$ cat src/design/obj_defines.svh
//################################################
// sizing of the sprite layer
// ROM word address is bank(4) id(8) row(4) word(2),
// so OBJ_ROM_AW must stay at 18
//################################################
`ifndef OBJ_DEFINES_SVH
`define OBJ_DEFINES_SVH

// sprite table
`define OBJ_RAM_AW       9     // 512 bytes
`define OBJ_ENTRY_BYTES  5     // y, attr, attr2, id, x
`define OBJ_SCAN_LAST    510   // one past the last entry at 505

// per line limit
`define OBJ_MAX_LINE     32

// graphics ROM, 16-bit words
`define OBJ_ROM_AW       18

`endif
$ cat src/design/obj_pkg.sv
//################################################
// types shared by the sprite layer blocks
// attr bit positions follow the board's table format
//################################################
package obj_pkg;

    // entry byte 1
    typedef struct packed {
        logic       enable;     // bit 7
        logic [1:0] spare_hi;
        logic       tall;       // 32 lines instead of 16
        logic       hflip;
        logic       vflip;
        logic       x8;         // x bit 8
        logic       spare_lo;
    } obj_attr_t;

    // line buffer pixel, colour 0 is transparent
    typedef struct packed {
        logic [3:0] pal;
        logic [3:0] col;
    } obj_pxl_t;

    // sprite handed from scanner to drawer
    typedef struct packed {
        logic [2:0] pad;
        logic [4:0] row;        // already vflip corrected
        obj_attr_t  attr;
        logic [3:0] palette;    // attr2 high nibble
        logic [3:0] bank;       // attr2 low nibble
        logic [7:0] id;
        logic [7:0] x;
    } obj_entry_t;

    typedef struct packed {
        logic       we;
        logic [8:0] x;
        obj_pxl_t   pxl;
    } lbuf_wr_t;

endpackage

$ cat src/design/obj_scan.sv
//################################################
// line scanner, runs from each falling edge of hbl
// a scan still going at the next edge is dropped,
// a sprite in flight is let finish first and may
// leave pixels in the new line
//################################################
`timescale 1ns/1ps
`include "obj_defines.svh"

module obj_scan (
    input  logic                   clk,
    input  logic                   rst,
    input  logic                   hbl,
    input  logic [7:0]             vpos,
    input  logic [7:0]             obj_dout,
    output logic [`OBJ_RAM_AW-1:0] scan_addr,
    output logic                   line_swap,
    output obj_pkg::obj_entry_t    draw_entry,
    output logic                   draw_start,
    input  logic                   draw_done
);
    import obj_pkg::*;

    localparam int            AW   = `OBJ_RAM_AW;
    localparam int            MAXL = `OBJ_MAX_LINE;
    localparam int            CW   = $clog2(MAXL);
    localparam logic [AW-1:0] STEP = AW'(`OBJ_ENTRY_BYTES);
    localparam logic [AW-1:0] LAST = AW'(`OBJ_SCAN_LAST);

    typedef enum logic [3:0] {
        S_IDLE, S_Y, S_ATTR, S_TEST, S_ATTR2, S_ID, S_X, S_WAIT, S_DRAIN
    } state_t;

    state_t        state;
    logic          hbl_l;
    logic          fall;
    logic [AW-1:0] base;
    logic [2:0]    offset;
    logic [CW-1:0] count;
    logic [7:0]    scan_y;
    logic [7:0]    row;
    logic [4:0]    row_fix;
    obj_attr_t     attr;
    logic          visible;
    logic          table_end;

    assign fall      = hbl_l & ~hbl;
    assign line_swap = fall;

    // attr byte is on obj_dout in S_TEST
    assign attr      = obj_attr_t'(obj_dout);
    assign row       = vpos - scan_y;          // wraps mod 256
    assign visible   = attr.enable && (row[7:5] == 3'd0) && (attr.tall || !row[4]);
    assign table_end = (base + STEP) == LAST;

    always_comb begin
        row_fix = attr.tall ? row[4:0] : {1'b0, row[3:0]};
        if (attr.vflip) begin
            row_fix = attr.tall ? ~row[4:0] : {1'b0, ~row[3:0]};
        end
    end

    // byte offset presented in each state, data arrives a state later
    always_comb begin
        case (state)
            S_ATTR:  offset = 3'd1;
            S_TEST:  offset = 3'd2;
            S_ATTR2: offset = 3'd3;
            S_ID:    offset = 3'd4;
            default: offset = 3'd0;
        endcase
    end

    assign scan_addr = base + AW'(offset);

    always_ff @(posedge clk or posedge rst) begin
        if (rst) begin
            hbl_l      <= 1'b0;
            state      <= S_IDLE;
            base       <= '0;
            count      <= '0;
            draw_start <= 1'b0;
        end else begin
            hbl_l      <= hbl;
            draw_start <= 1'b0;
            if (fall) begin
                base  <= '0;
                count <= '0;
                // sprite still in the drawer, wait for it
                if ((state == S_WAIT || state == S_DRAIN) && !draw_done) begin
                    state <= S_DRAIN;
                end else begin
                    state <= S_Y;
                end
            end else begin
                case (state)
                    S_Y:     state <= S_ATTR;
                    S_ATTR:  state <= S_TEST;
                    S_TEST: begin
                        if (visible) begin
                            state <= S_ATTR2;
                        end else if (table_end) begin
                            state <= S_IDLE;
                        end else begin
                            base  <= base + STEP;
                            state <= S_Y;
                        end
                    end
                    S_ATTR2: state <= S_ID;
                    S_ID:    state <= S_X;
                    S_X: begin
                        draw_start <= 1'b1;
                        state      <= S_WAIT;
                    end
                    S_WAIT: begin
                        if (draw_done) begin
                            if (count == CW'(MAXL - 1) || table_end) begin
                                state <= S_IDLE;   // line full or table walked
                            end else begin
                                count <= count + 1'b1;
                                base  <= base + STEP;
                                state <= S_Y;
                            end
                        end
                    end
                    S_DRAIN: if (draw_done) state <= S_Y;
                    default: state <= S_IDLE;
                endcase
            end
        end
    end

    // entry bytes, untouched while the drawer owns draw_entry
    always_ff @(posedge clk) begin
        case (state)
            S_ATTR: scan_y <= obj_dout;
            S_TEST: begin
                draw_entry.pad  <= '0;
                draw_entry.row  <= row_fix;
                draw_entry.attr <= attr;
            end
            S_ATTR2: begin
                draw_entry.palette <= obj_dout[7:4];
                draw_entry.bank    <= obj_dout[3:0];
            end
            S_ID:    draw_entry.id <= obj_dout;
            S_X:     draw_entry.x  <= obj_dout;
            default: ;
        endcase
    end

endmodule

$ cat config.mk
export PLATFORM = sky130hd
export DESIGN_NAME = obj_scan
export DESIGN_NICKNAME = d
export VERILOG_FILES = /design/src/design/obj_pkg.sv /design/src/design/obj_scan.sv
export VERILOG_INCLUDE_DIRS = /design/src /design/src/design
export SDC_FILE = /design/constraint.sdc
export NUM_CORES = 1
export LEC_CHECK = 0
export ABC_AREA = 0
export BUFFER_PORTS_ARGS = -buffer_cell sky130_fd_sc_hd__buf_2
export CAP_MARGIN = 40
export CORE_MARGIN = 2
export CORE_UTILIZATION = 40
export DETAILED_ROUTE_END_ITERATION = 8
export GPL_TIMING_DRIVEN = 0
export PLACE_DENSITY = 0.69
export SLEW_MARGIN = 20
export SYNTH_ARGS = -nofsm -noshare
export SYNTH_HDL_FRONTEND = slang
export SYNTH_SLANG_ARGS = --single-unit
$ cat constraint.sdc
create_clock -name clk -period 3.9 [get_ports clk]
set_clock_uncertainty 0.15 [all_clocks]
set_input_delay 0.195 -clock clk [delete_from_list [all_inputs] [get_ports clk]]
set_output_delay 0.195 -clock clk [all_outputs]
set_load 0.02 [all_outputs]
==> impl_metrics.tcl <==
set metrics [dict create \
    syn_avg_cell_area_um2 11.7 \
    grt-ovfl-total 0 \
    reg2reg_slack_ns 1.18 \
    ys_seq_elements 65 \
    core.rowCount 32 \
    outcome "complete, no violations" \
    drc_errors 0 \
    first_iter_violations 99 \
    drtPass1Iterations 4 \
    io_pins 71 \
    synthFlopType "edfxtp_1" \
    setup_viol 0 \
    dp_slack_ns 0.454 \
    area_growth_pct 25.7 \
    cts_tree "yes" \
    r2r-end "base[5]$_DFFE_PP0P_" \
    synth_edf_count 45 \
    drive_gt1_share_pct 27.9 \
    cap_violations 0 \
    fin_ws_ns 0.252 \
    hold_class "in2async" \
    grt_antenna_before_repair 0 \
    via_count 2374 \
    crit_path_end_kind "output port" \
    cts.clk_slew.worst_paths_ns 0.08 \
    clock_path_buffers 2 \
    fp.dieArea_mm2 0.00887 \
    vias_per_cell 4.97 \
    max-slew-margin-rel_pct 49.6 \
    reg2reg_from "scan_y[0]$_DFFE_PP_" \
    antenna_cells 0 \
    critPathKind "reg2out" \
    fillers 702 \
    grt_max_degree 21 \
    finalSetupTns_ns 0 \
    hold_violations 0 \
    nets 407 \
    syn_inst 277 \
    wl_um 6800 \
    final_util_pct 52.4 \
    leakage_nw 1.80 \
    yosysSeqAreaShare_pct 56.9 \
    wl_per_cell_um 14.2 \
    portBuffers 67 \
    timing.final.max_slew_violations 0 \
    mappedNetlistArea_mm2 0.00325 \
    fmax_ghz 0.274 \
    gp_congestion 0.819 \
    period_minus_slack_ns 3.65 \
    die_w_um 94.2 \
    post-route-period-util_pct 93.5 \
    reg2reg_depth 9 \
    cp_data_arrival_time_ns 3.30 \
    dp.final_hpwl_um 4730 \
    root_buffer "clkbuf_8" \
    rsz0062_at_grt "no" \
    required_ns 3.56 \
    insertion_delay_ns 0.35 \
    synth_cell_types 56 \
    tightest_slew_ns 0.752 \
    core_area_mm2 0.00781 \
    numCtsBuffers 9 \
    htreeDepth 3 \
    powerDensity_mw_per_mm2 539 \
    grt_use_total_pct 16.0 \
    async_flop_share_pct 30.8 \
    start_util_pct 41.7 \
    path_max_fanout 9 \
    grt_first_pass_wirelength_um 10700 \
    grt_pass1_vias 2215 \
    yosysWarnings 0 \
    die_h_um 94.2 \
    antenna_left 0 \
    start_kind "flop" \
    clkSinkCount 65 \
    irDropWorstVdd_mv 0.290 \
]
[registers in the layout, indices dropped and copies added, names as in the netlist]
name	cells
scan_y	8
hbl_l	1
state	4
draw_start	1
draw_entry	37
base	9
count	5
[worst max path at each step]
| stage | start | end | slack [ns] | cells past startpoint |
|---|---|---|---|---|
| floorplan | state[0]$_DFFE_PP0P_ | scan_addr[8] | 0.63 | 11 |
| global placement | state[0]$_DFFE_PP0P_ | scan_addr[8] | 0.02 | 12 |
| detailed placement | state[0]$_DFFE_PP0P_ | scan_addr[8] | 0.45 | 12 |
| CTS | state[0]$_DFFE_PP0P_ | scan_addr[8] | 0.06 | 12 |
| global route | state[3]$_DFFE_PP0P_ | scan_addr[8] | 0.04 | 12 |
| finish | state[3]$_DFFE_PP0P_ | scan_addr[8] | 0.25 | 12 |
[layer usage]
metal  vias up  track usage, %  routed length, um
met1      1118            20.4               3140
met2        74            26.3               3160
met3        11            4.90                414
met4         0            4.71                 92
li1       1171               -                  -
met5         -               0                  0
[Yosys cell counts, types with 6 or more instances]
cell type  number  area share (%)
inv_1          22             2.5
edfxtp_1       45              42
nor2_1         20             2.3
nor3_1         10             1.5
o21a_1          6             1.4
nand2_1        18             2.1
a21oi_1        12             1.8
o21ai_0        10             1.5
xnor2_1         9             2.4
dfrtp_1        20              15
ha_1           14             5.4
xor2_1         10             2.7
[cell type report]
cell class,count,area [um^2],area share (%)
clock inverters,7,77.6,1.90
repair buffers,81,475,11.6
flip-flops and latches,65,1850,45.3
plain buffers,13,78.8,1.93
well taps,102,128,3.12
inverters,22,86.3,2.11
multi-input cells,179,1270,31.0
clock buffers,9,124,3.03
[per-stage QoR]
stage | area, um^2 | total power, mW | cells | hold slack, ns
floorplan | 3260 | 1.43 | 279 | 0.00883
global placement | 3720 | 1.60 | 448 | 0.165
detailed placement | 3740 | 1.62 | 448 | 0.168
CTS | 4050 | 2.21 | 475 | 0.182
global route | 4090 | 2.33 | 478 | 0.205
finish | 4090 | 2.20 | 478 | 0.182
[worst max-delay path, stage by stage, from the launching register on]
cell,delay [ns]
dfrtp_1,0.37
buf_6,0.14
nand2b_4,0.16
nor3_2,0.58
or2_2,0.23
ha_1,0.15
inv_1,0.05
fa_1,0.40
nor2b_1,0.13
o21ai_0,0.21
nor2_1,0.18
xor2_1,0.17
buf_2,0.19
[report_power, final]
part           internal, mW  leakage, nW  switching (mW)
clock network         0.300        0.100           0.283
logic                 0.271         1.02           0.446
registers             0.859        0.680          0.0450
[placed cells by master (no fill, tap or decap), drive strengths merged, types with 4 or more instances in the layout]
master        n
xor2         10
dlygate4sd3  11
mux2i         5
ha           14
clkbuf       13
buf          79
edfxtp       45
o21a          6
nor2         20
xnor2         9
nor2b         4
and3          5
inv          23
nand2b        6
nor3         10
nand2        18
o21ai        11
dfrtp        20
a21oi        14
[what timing repair did]
item / 4_1_cts / 5_1_grt
hold buffers: 11 / 0
resized for setup: 0 / 2
endpoints found under the hold margin: 60 / 0
setup endpoints to repair: 0 / 4
setup buffers: 0 / 0
[logic make-up (layout without fill, tap and decap cells)]
| logic type | count (synthesis) | after routing | synth area share (%) |
|---|---|---|---|
| simple gates | 87 | 87 | 14.5 |
| flops | 65 | 65 | 56.9 |
| compound gates | 49 | 49 | 10.3 |
| buf+inv | 35 | 132 | 4.96 |
| xor+xnor | 19 | 19 | 5.12 |
| fa+ha+maj | 16 | 16 | 6.62 |
| mux | 5 | 5 | 1.54 |
| other cells | 1 | 3 | 0.115 |
No activity file was read; power rests on OpenSTA's default activity.
