--- config.mk ---
export PLATFORM = sky130hd
export DESIGN_NAME = obj_draw
export DESIGN_NICKNAME = d
export VERILOG_FILES = /design/src/design/obj_pkg.sv /design/src/design/obj_draw.sv
export VERILOG_INCLUDE_DIRS = /design/src /design/src/design
export SDC_FILE = /design/constraint.sdc
export NUM_CORES = 1
export LEC_CHECK = 0
export BUFFER_PORTS_ARGS = -buffer_cell sky130_fd_sc_hd__buf_2
export CORE_UTILIZATION = 40
export DETAILED_ROUTE_END_ITERATION = 7
export PLACE_DENSITY = 0.66
export SLEW_MARGIN = 10
export SYNTH_ARGS = -nofsm -noshare
export SYNTH_HDL_FRONTEND = slang
export SYNTH_SLANG_ARGS = --single-unit
export TNS_END_PERCENT = 10
--- constraint.sdc ---
create_clock -name clk -period 3.2 [get_ports clk]
set_input_delay 0.32 -clock clk [delete_from_list [all_inputs] [get_ports clk]]
set_output_delay 0.32 -clock clk [all_outputs]
set_load 0.05 [all_outputs]
--- src/design/obj_defines.svh ---
//################################################
// sizing of the sprite layer
// ROM word address is bank(4) id(8) row(4) word(2),
// so OBJ_ROM_AW must stay at 18
//################################################
`ifndef OBJ_DEFINES_SVH
`define OBJ_DEFINES_SVH

// sprite table
`define OBJ_RAM_AW       9     // 512 bytes
`define OBJ_ENTRY_BYTES  5     // y, attr, attr2, id, x
`define OBJ_SCAN_LAST    510   // one past the last entry at 505

// per line limit
`define OBJ_MAX_LINE     32

// graphics ROM, 16-bit words
`define OBJ_ROM_AW       18

`endif
--- src/design/obj_pkg.sv ---
//################################################
// types shared by the sprite layer blocks
// attr bit positions follow the board's table format
//################################################
package obj_pkg;

    // entry byte 1
    typedef struct packed {
        logic       enable;     // bit 7
        logic [1:0] spare_hi;
        logic       tall;       // 32 lines instead of 16
        logic       hflip;
        logic       vflip;
        logic       x8;         // x bit 8
        logic       spare_lo;
    } obj_attr_t;

    // line buffer pixel, colour 0 is transparent
    typedef struct packed {
        logic [3:0] pal;
        logic [3:0] col;
    } obj_pxl_t;

    // sprite handed from scanner to drawer
    typedef struct packed {
        logic [2:0] pad;
        logic [4:0] row;        // already vflip corrected
        obj_attr_t  attr;
        logic [3:0] palette;    // attr2 high nibble
        logic [3:0] bank;       // attr2 low nibble
        logic [7:0] id;
        logic [7:0] x;
    } obj_entry_t;

    typedef struct packed {
        logic       we;
        logic [8:0] x;
        obj_pxl_t   pxl;
    } lbuf_wr_t;

endpackage

--- src/design/obj_draw.sv ---
//################################################
// sprite row drawer, four ROM words of four pixels
// a word is taken after rom_ok is high two cycles
// in a row, rom_ok low also holds the pixel steps
// hflip reverses word order as well as pixel order
//################################################
`timescale 1ns/1ps
`include "obj_defines.svh"

module obj_draw (
    input  logic                   clk,
    input  logic                   rst,
    input  obj_pkg::obj_entry_t    draw_entry,
    input  logic                   draw_start,
    output logic                   draw_done,
    output logic [`OBJ_ROM_AW-1:0] rom_addr,
    input  logic [15:0]            rom_data,
    input  logic                   rom_ok,
    output obj_pkg::lbuf_wr_t      lbuf_wr
);
    import obj_pkg::*;

    logic                   busy;
    logic                   fetch;       // waiting on a ROM word
    logic                   ok_dly;
    logic [3:0]             pxl_cnt;
    logic [15:0]            shift;
    logic [8:0]             posx;
    logic [1:0]             grp;
    logic [1:0]             half;
    logic [7:0]             code_id;
    logic [`OBJ_ROM_AW-1:0] addr_nx;
    logic [3:0]             pxl_col;
    logic                   accept;
    logic                   step;

    // pixel k = {d[k+12], d[k+8], d[k+4], d[k]}, kept in nibble k
    function automatic logic [15:0] planar(input logic [15:0] d);
        logic [15:0] p;
        for (int k = 0; k < 4; k++) begin
            p[4*k +: 4] = {d[k+12], d[k+8], d[k+4], d[k]};
        end
        return p;
    endfunction

    assign grp     = busy ? pxl_cnt[3:2] + 2'd1 : 2'd0;   // next word to fetch
    assign half    = draw_entry.attr.hflip ? ~grp : grp;
    assign code_id = draw_entry.attr.tall ? {draw_entry.id[7:1], draw_entry.row[4]}
                                          : draw_entry.id;
    assign addr_nx = {draw_entry.bank, code_id, draw_entry.row[3:0], half};

    assign accept  = busy & fetch & rom_ok & ok_dly;
    assign step    = busy & ~fetch & rom_ok;
    assign pxl_col = draw_entry.attr.hflip ? shift[15:12] : shift[3:0];

    always_ff @(posedge clk or posedge rst) begin
        if (rst) begin
            busy      <= 1'b0;
            fetch     <= 1'b0;
            ok_dly    <= 1'b0;
            pxl_cnt   <= '0;
            rom_addr  <= '0;
            draw_done <= 1'b0;
            lbuf_wr   <= '0;
        end else begin
            draw_done  <= 1'b0;
            lbuf_wr.we <= 1'b0;
            if (draw_start && !busy) begin
                busy     <= 1'b1;
                fetch    <= 1'b1;
                ok_dly   <= 1'b0;
                pxl_cnt  <= '0;
                rom_addr <= addr_nx;
            end else if (busy) begin
                if (fetch) begin
                    ok_dly <= rom_ok;
                    if (accept) begin
                        fetch  <= 1'b0;
                        ok_dly <= 1'b0;
                    end
                end else if (step) begin
                    lbuf_wr.we  <= pxl_col != 4'd0;       // colour 0 is see-through
                    lbuf_wr.x   <= posx;
                    lbuf_wr.pxl <= {draw_entry.palette, pxl_col};
                    pxl_cnt     <= pxl_cnt + 4'd1;
                    if (pxl_cnt == 4'hf) begin
                        busy      <= 1'b0;
                        draw_done <= 1'b1;
                    end else if (pxl_cnt[1:0] == 2'd3) begin
                        fetch    <= 1'b1;   // word used up
                        rom_addr <= addr_nx;
                    end
                end
            end
        end
    end

    always_ff @(posedge clk) begin
        if (draw_start && !busy) begin
            posx <= {draw_entry.attr.x8, draw_entry.x};
        end else if (step) begin
            posx <= posx + 9'd1;   // wraps at 512
        end

        if (accept) begin
            shift <= planar(rom_data);
        end else if (step) begin
            shift <= draw_entry.attr.hflip ? shift << 4 : shift >> 4;
        end
    end

endmodule

==> results.md <==
- relative area change from synthesis to final layout: 21.2%
- count of antenna-violating nets left after detailed routing: 0
- clock latency at the later pin of the worst-skew pair: 330 ps
- Core Footprint: 7690 um2
- final worst-path setup slack: 914 ps
- maximum ir drop on the vdd rail: 0.562 mV
- post-place setup slack: 873 ps
- Clock Pin Slew Worst Setup and Hold Paths: 70 ps
- antenna violations before repair: 0
- timing-limited maximum frequency: 437 MHz
- Post-Route Setup TNS: 0 ps
- fraction of the cycle the final worst path needs: 71.5%
- number of violations of the max-capacitance limit: 0
- setup slack on the worst flop-to-flop path: 910 ps
- vias after detailed routing: 2149
- cell total after placement: 431
- average detailed-routed wire length per instance: 13.1 um
- final net count: 403
- Synth Instances: 254
- ordered cell list for the critical path: nand3b_4, o21ai_4, mux2_2
- Clock Tree Root: sky130_fd_sc_hd__clkbuf_8
- async set-reset flop share out of synthesis: 63.8%
- vias in the first global route: 2074
- primary flip-flop cell chosen by synthesis mapping: sky130_fd_sc_hd__dfrtp_1
- GR Overflow Total: 0
- effective utilization at floorplan: 41.0%
- maximum number of pins on one net before global-route repair: 45
- antenna fix cells: 0
- Chip Height: 90.8 um
- slowest stage delay, CP: 770 ps
- floorplan die width: 90.8 um
- I/O Buffers: 88
- Total Power: 4.07 mW
- non-filler instance count after layout: 447
- critical path startpoint: busy$_DFF_PP0_
- multi-input combinational cell area: 1210 um2
- WP buf/inv: 0
- Core Rows: 32
- global placement routability congestion: 0.724
- final hold violation count: 0
- sequential cell area: 1850 um2
- worst reg2reg startpoint: busy$_DFF_PP0_
- PostCTS Resize Cnt: 0
- iteration-0 DRC count of the detailed router: 49
- number of levels the H-tree was split into: 3
- first-pass GRT wire length: 9740 um
- max_slew headroom: 40.2%
- number of top-level design ports: 97
- Post-Synthesis Cell Area: 3150 um2
- sequential-to-total area share from yosys stat: 58.7%
- layout cells sized above 1: 39.4%
- flops & latches, synth: 69
- total half-perimeter wirelength after legalization and detailed placement: 4090 um
- final worst path period need: 2290 ps
- HP Class: input port to asynchronous set/reset pin
- number of post-CTS setup repair buffers: 0
- Critical Path Source Type: flop
- fill cell instance count of the final layout: 741
- class of the most critical setup path: flop to flop
- final-report max-slew violation count: 0
- setup repair after global routing missed its margin: no
- capturing point of the worst reg2reg path: rom_addr[8]$_DFFE_PP0P_
- number of detailed-route iterations in the first pass: 5
- number of buffers created by CTS: 9
- area post-placement: 3640 um2
- number of sinks handled by clock tree synthesis: 69
- cell leakage power: 1.72 nW
- maximum root-to-sink buffer count: 2
- crit-path leading delay family: compound AO/OA/AOI/OAI gates
- final-report setup violation count: 0
- per-cell via count in the routed design: 4.81
- CTS tree: done
- Critical-path top delay cell: sky130_fd_sc_hd__o21ai_4
- number of unique standard cell types used by synthesis: 34
- wire length reported by the detailed router: 5840 um
- run status: complete, no violations
- number of remaining DRC errors: 0
- Die Outline Area: 8240 um2
- Yosys warning total: 0
- number of synthesized flops with an enable pin: 25
- Max Clock Skew: 5.44 ps
- crit path max fanout: 29
- cell count of the worst reg-to-reg path: 3
- number of buffers inserted by hold repair at cts: 0
- mean instance size in the synthesized netlist: 12.4 um2
- Worst EP required: 3410 ps
- syn_nets: 317
- type of element capturing the critical path: flop
- post-route design area: 3820 um2
- CP Data Arrival Time: 2500 ps
- Power Dens Cells: 1070 nW/um2
- worst slew pin tran: 896 ps
- global routing usage summed across all routing layers: 15.0%
## cell usage after synthesis, types with 2 or more instances
cell / number / area share (%)
sky130_fd_sc_hd__xnor2_1: 3 / 0.83
sky130_fd_sc_hd__mux2_4: 9 / 4.3
sky130_fd_sc_hd__nand3b_1: 4 / 0.95
sky130_fd_sc_hd__or3_1: 5 / 0.99
sky130_fd_sc_hd__nor2b_1: 2 / 0.40
sky130_fd_sc_hd__a21oi_1: 2 / 0.32
sky130_fd_sc_hd__mux2i_1: 13 / 4.1
sky130_fd_sc_hd__ha_1: 3 / 1.2
sky130_fd_sc_hd__o21ai_0: 22 / 3.5
sky130_fd_sc_hd__xor2_1: 4 / 1.1
sky130_fd_sc_hd__nand2b_1: 3 / 0.60
sky130_fd_sc_hd__a31oi_1: 5 / 0.99
sky130_fd_sc_hd__nand2_1: 40 / 4.8
sky130_fd_sc_hd__nand4_1: 2 / 0.40
sky130_fd_sc_hd__dfrtp_1: 44 / 35
sky130_fd_sc_hd__nor2_1: 11 / 1.3
sky130_fd_sc_hd__buf_2: 5 / 0.79
sky130_fd_sc_hd__mux2_2: 23 / 8.2
sky130_fd_sc_hd__buf_4: 3 / 0.71
sky130_fd_sc_hd__clkbuf_1: 4 / 0.48
sky130_fd_sc_hd__nand3_1: 10 / 1.6
sky130_fd_sc_hd__edfxtp_1: 25 / 24
## state kept, by name, summed over array words and instances, names as in the netlist
signal,flops
busy,1
shift,16
lbuf_wr,18
ok_dly,1
draw_done,1
fetch,1
posx,9
rom_addr,18
pxl_cnt,4
## kinds of logic after synthesis
| kind of cell | synth area share, % |
|---|---|
| adders and majority gates | 1.19 |
| DFF | 58.7 |
| buffers and inverters | 2.74 |
| muxes | 16.6 |
| and+or+nand+nor | 13.2 |
| xor gates and xnor gates | 1.94 |
| AOI/OAI and AO/OA | 5.56 |
## cell usage in the layout, fill, tap and decap left out, types with 9 or more instances in the layout
cell type	n
sky130_fd_sc_hd__buf_2	88
sky130_fd_sc_hd__dfrtp_1	44
sky130_fd_sc_hd__nand2_1	40
sky130_fd_sc_hd__edfxtp_1	25
sky130_fd_sc_hd__mux2_2	23
sky130_fd_sc_hd__o21ai_0	22
sky130_fd_sc_hd__mux2i_1	13
sky130_fd_sc_hd__clkbuf_8	12
sky130_fd_sc_hd__nor2_1	11
sky130_fd_sc_hd__nand3_1	10
sky130_fd_sc_hd__mux2_4	9
## where the power goes
part	switching [mW]	internal (mW)
Sequential	0.230	1.35
Clock	0.295	0.345
Combinational	1.26	0.589
Total	1.78	2.29
## stage by stage
| step | hold WS (ps) | utilization [%] |
|---|---|---|
| 2_1_floorplan | 464 | - |
| 3_3_place_gp | 463 | 47.3 |
| 3_5_place_dp | 476 | 47.3 |
| 4_1_cts | 199 | 49.7 |
| 5_1_grt | 203 | 49.7 |
| 6_report | 186 | 49.7 |
## worst max-delay path by stage
stage | slack [ps] | endpoint | cells past startpoint
6_report | 910 | rom_addr[8]$_DFFE_PP0P_ | 3
5_1_grt | 730 | rom_addr[8]$_DFFE_PP0P_ | 3
4_1_cts | 860 | rom_addr[8]$_DFFE_PP0P_ | 3
3_5_place_dp | 870 | rom_addr[8]$_DFFE_PP0P_ | 3
3_3_place_gp | 950 | rom_addr[3]$_DFFE_PP0P_ | 3
2_1_floorplan | 1470 | rom_addr[0]$_DFFE_PP0P_ | 5
## routing by layer
layer	vias up	share of wire (%)	track usage, %
li1	1074	-	-
met1	997	48	20.1
met2	68	45	23.3
met3	10	5.0	3.20
met4	0	1.6	6.88
met5	-	0	0
## layout make-up
type                       count  share of cell area, %
sequential                    69                   48.5
multi-input combinational    171                   31.8
timing repair buffer          88                   11.5
clock buffer                  15                   4.62
tap                          102                   3.34
clock inverter                 1                  0.131
inverter                       1                 0.0983
## worst register-to-register path, cell delays in order, from the launching register on
cell	delay, ps
sky130_fd_sc_hd__dfrtp_1	570
sky130_fd_sc_hd__nand3b_4	400
sky130_fd_sc_hd__o21ai_4	770
sky130_fd_sc_hd__mux2_2	430
Power figures use the tool's default switching activity.
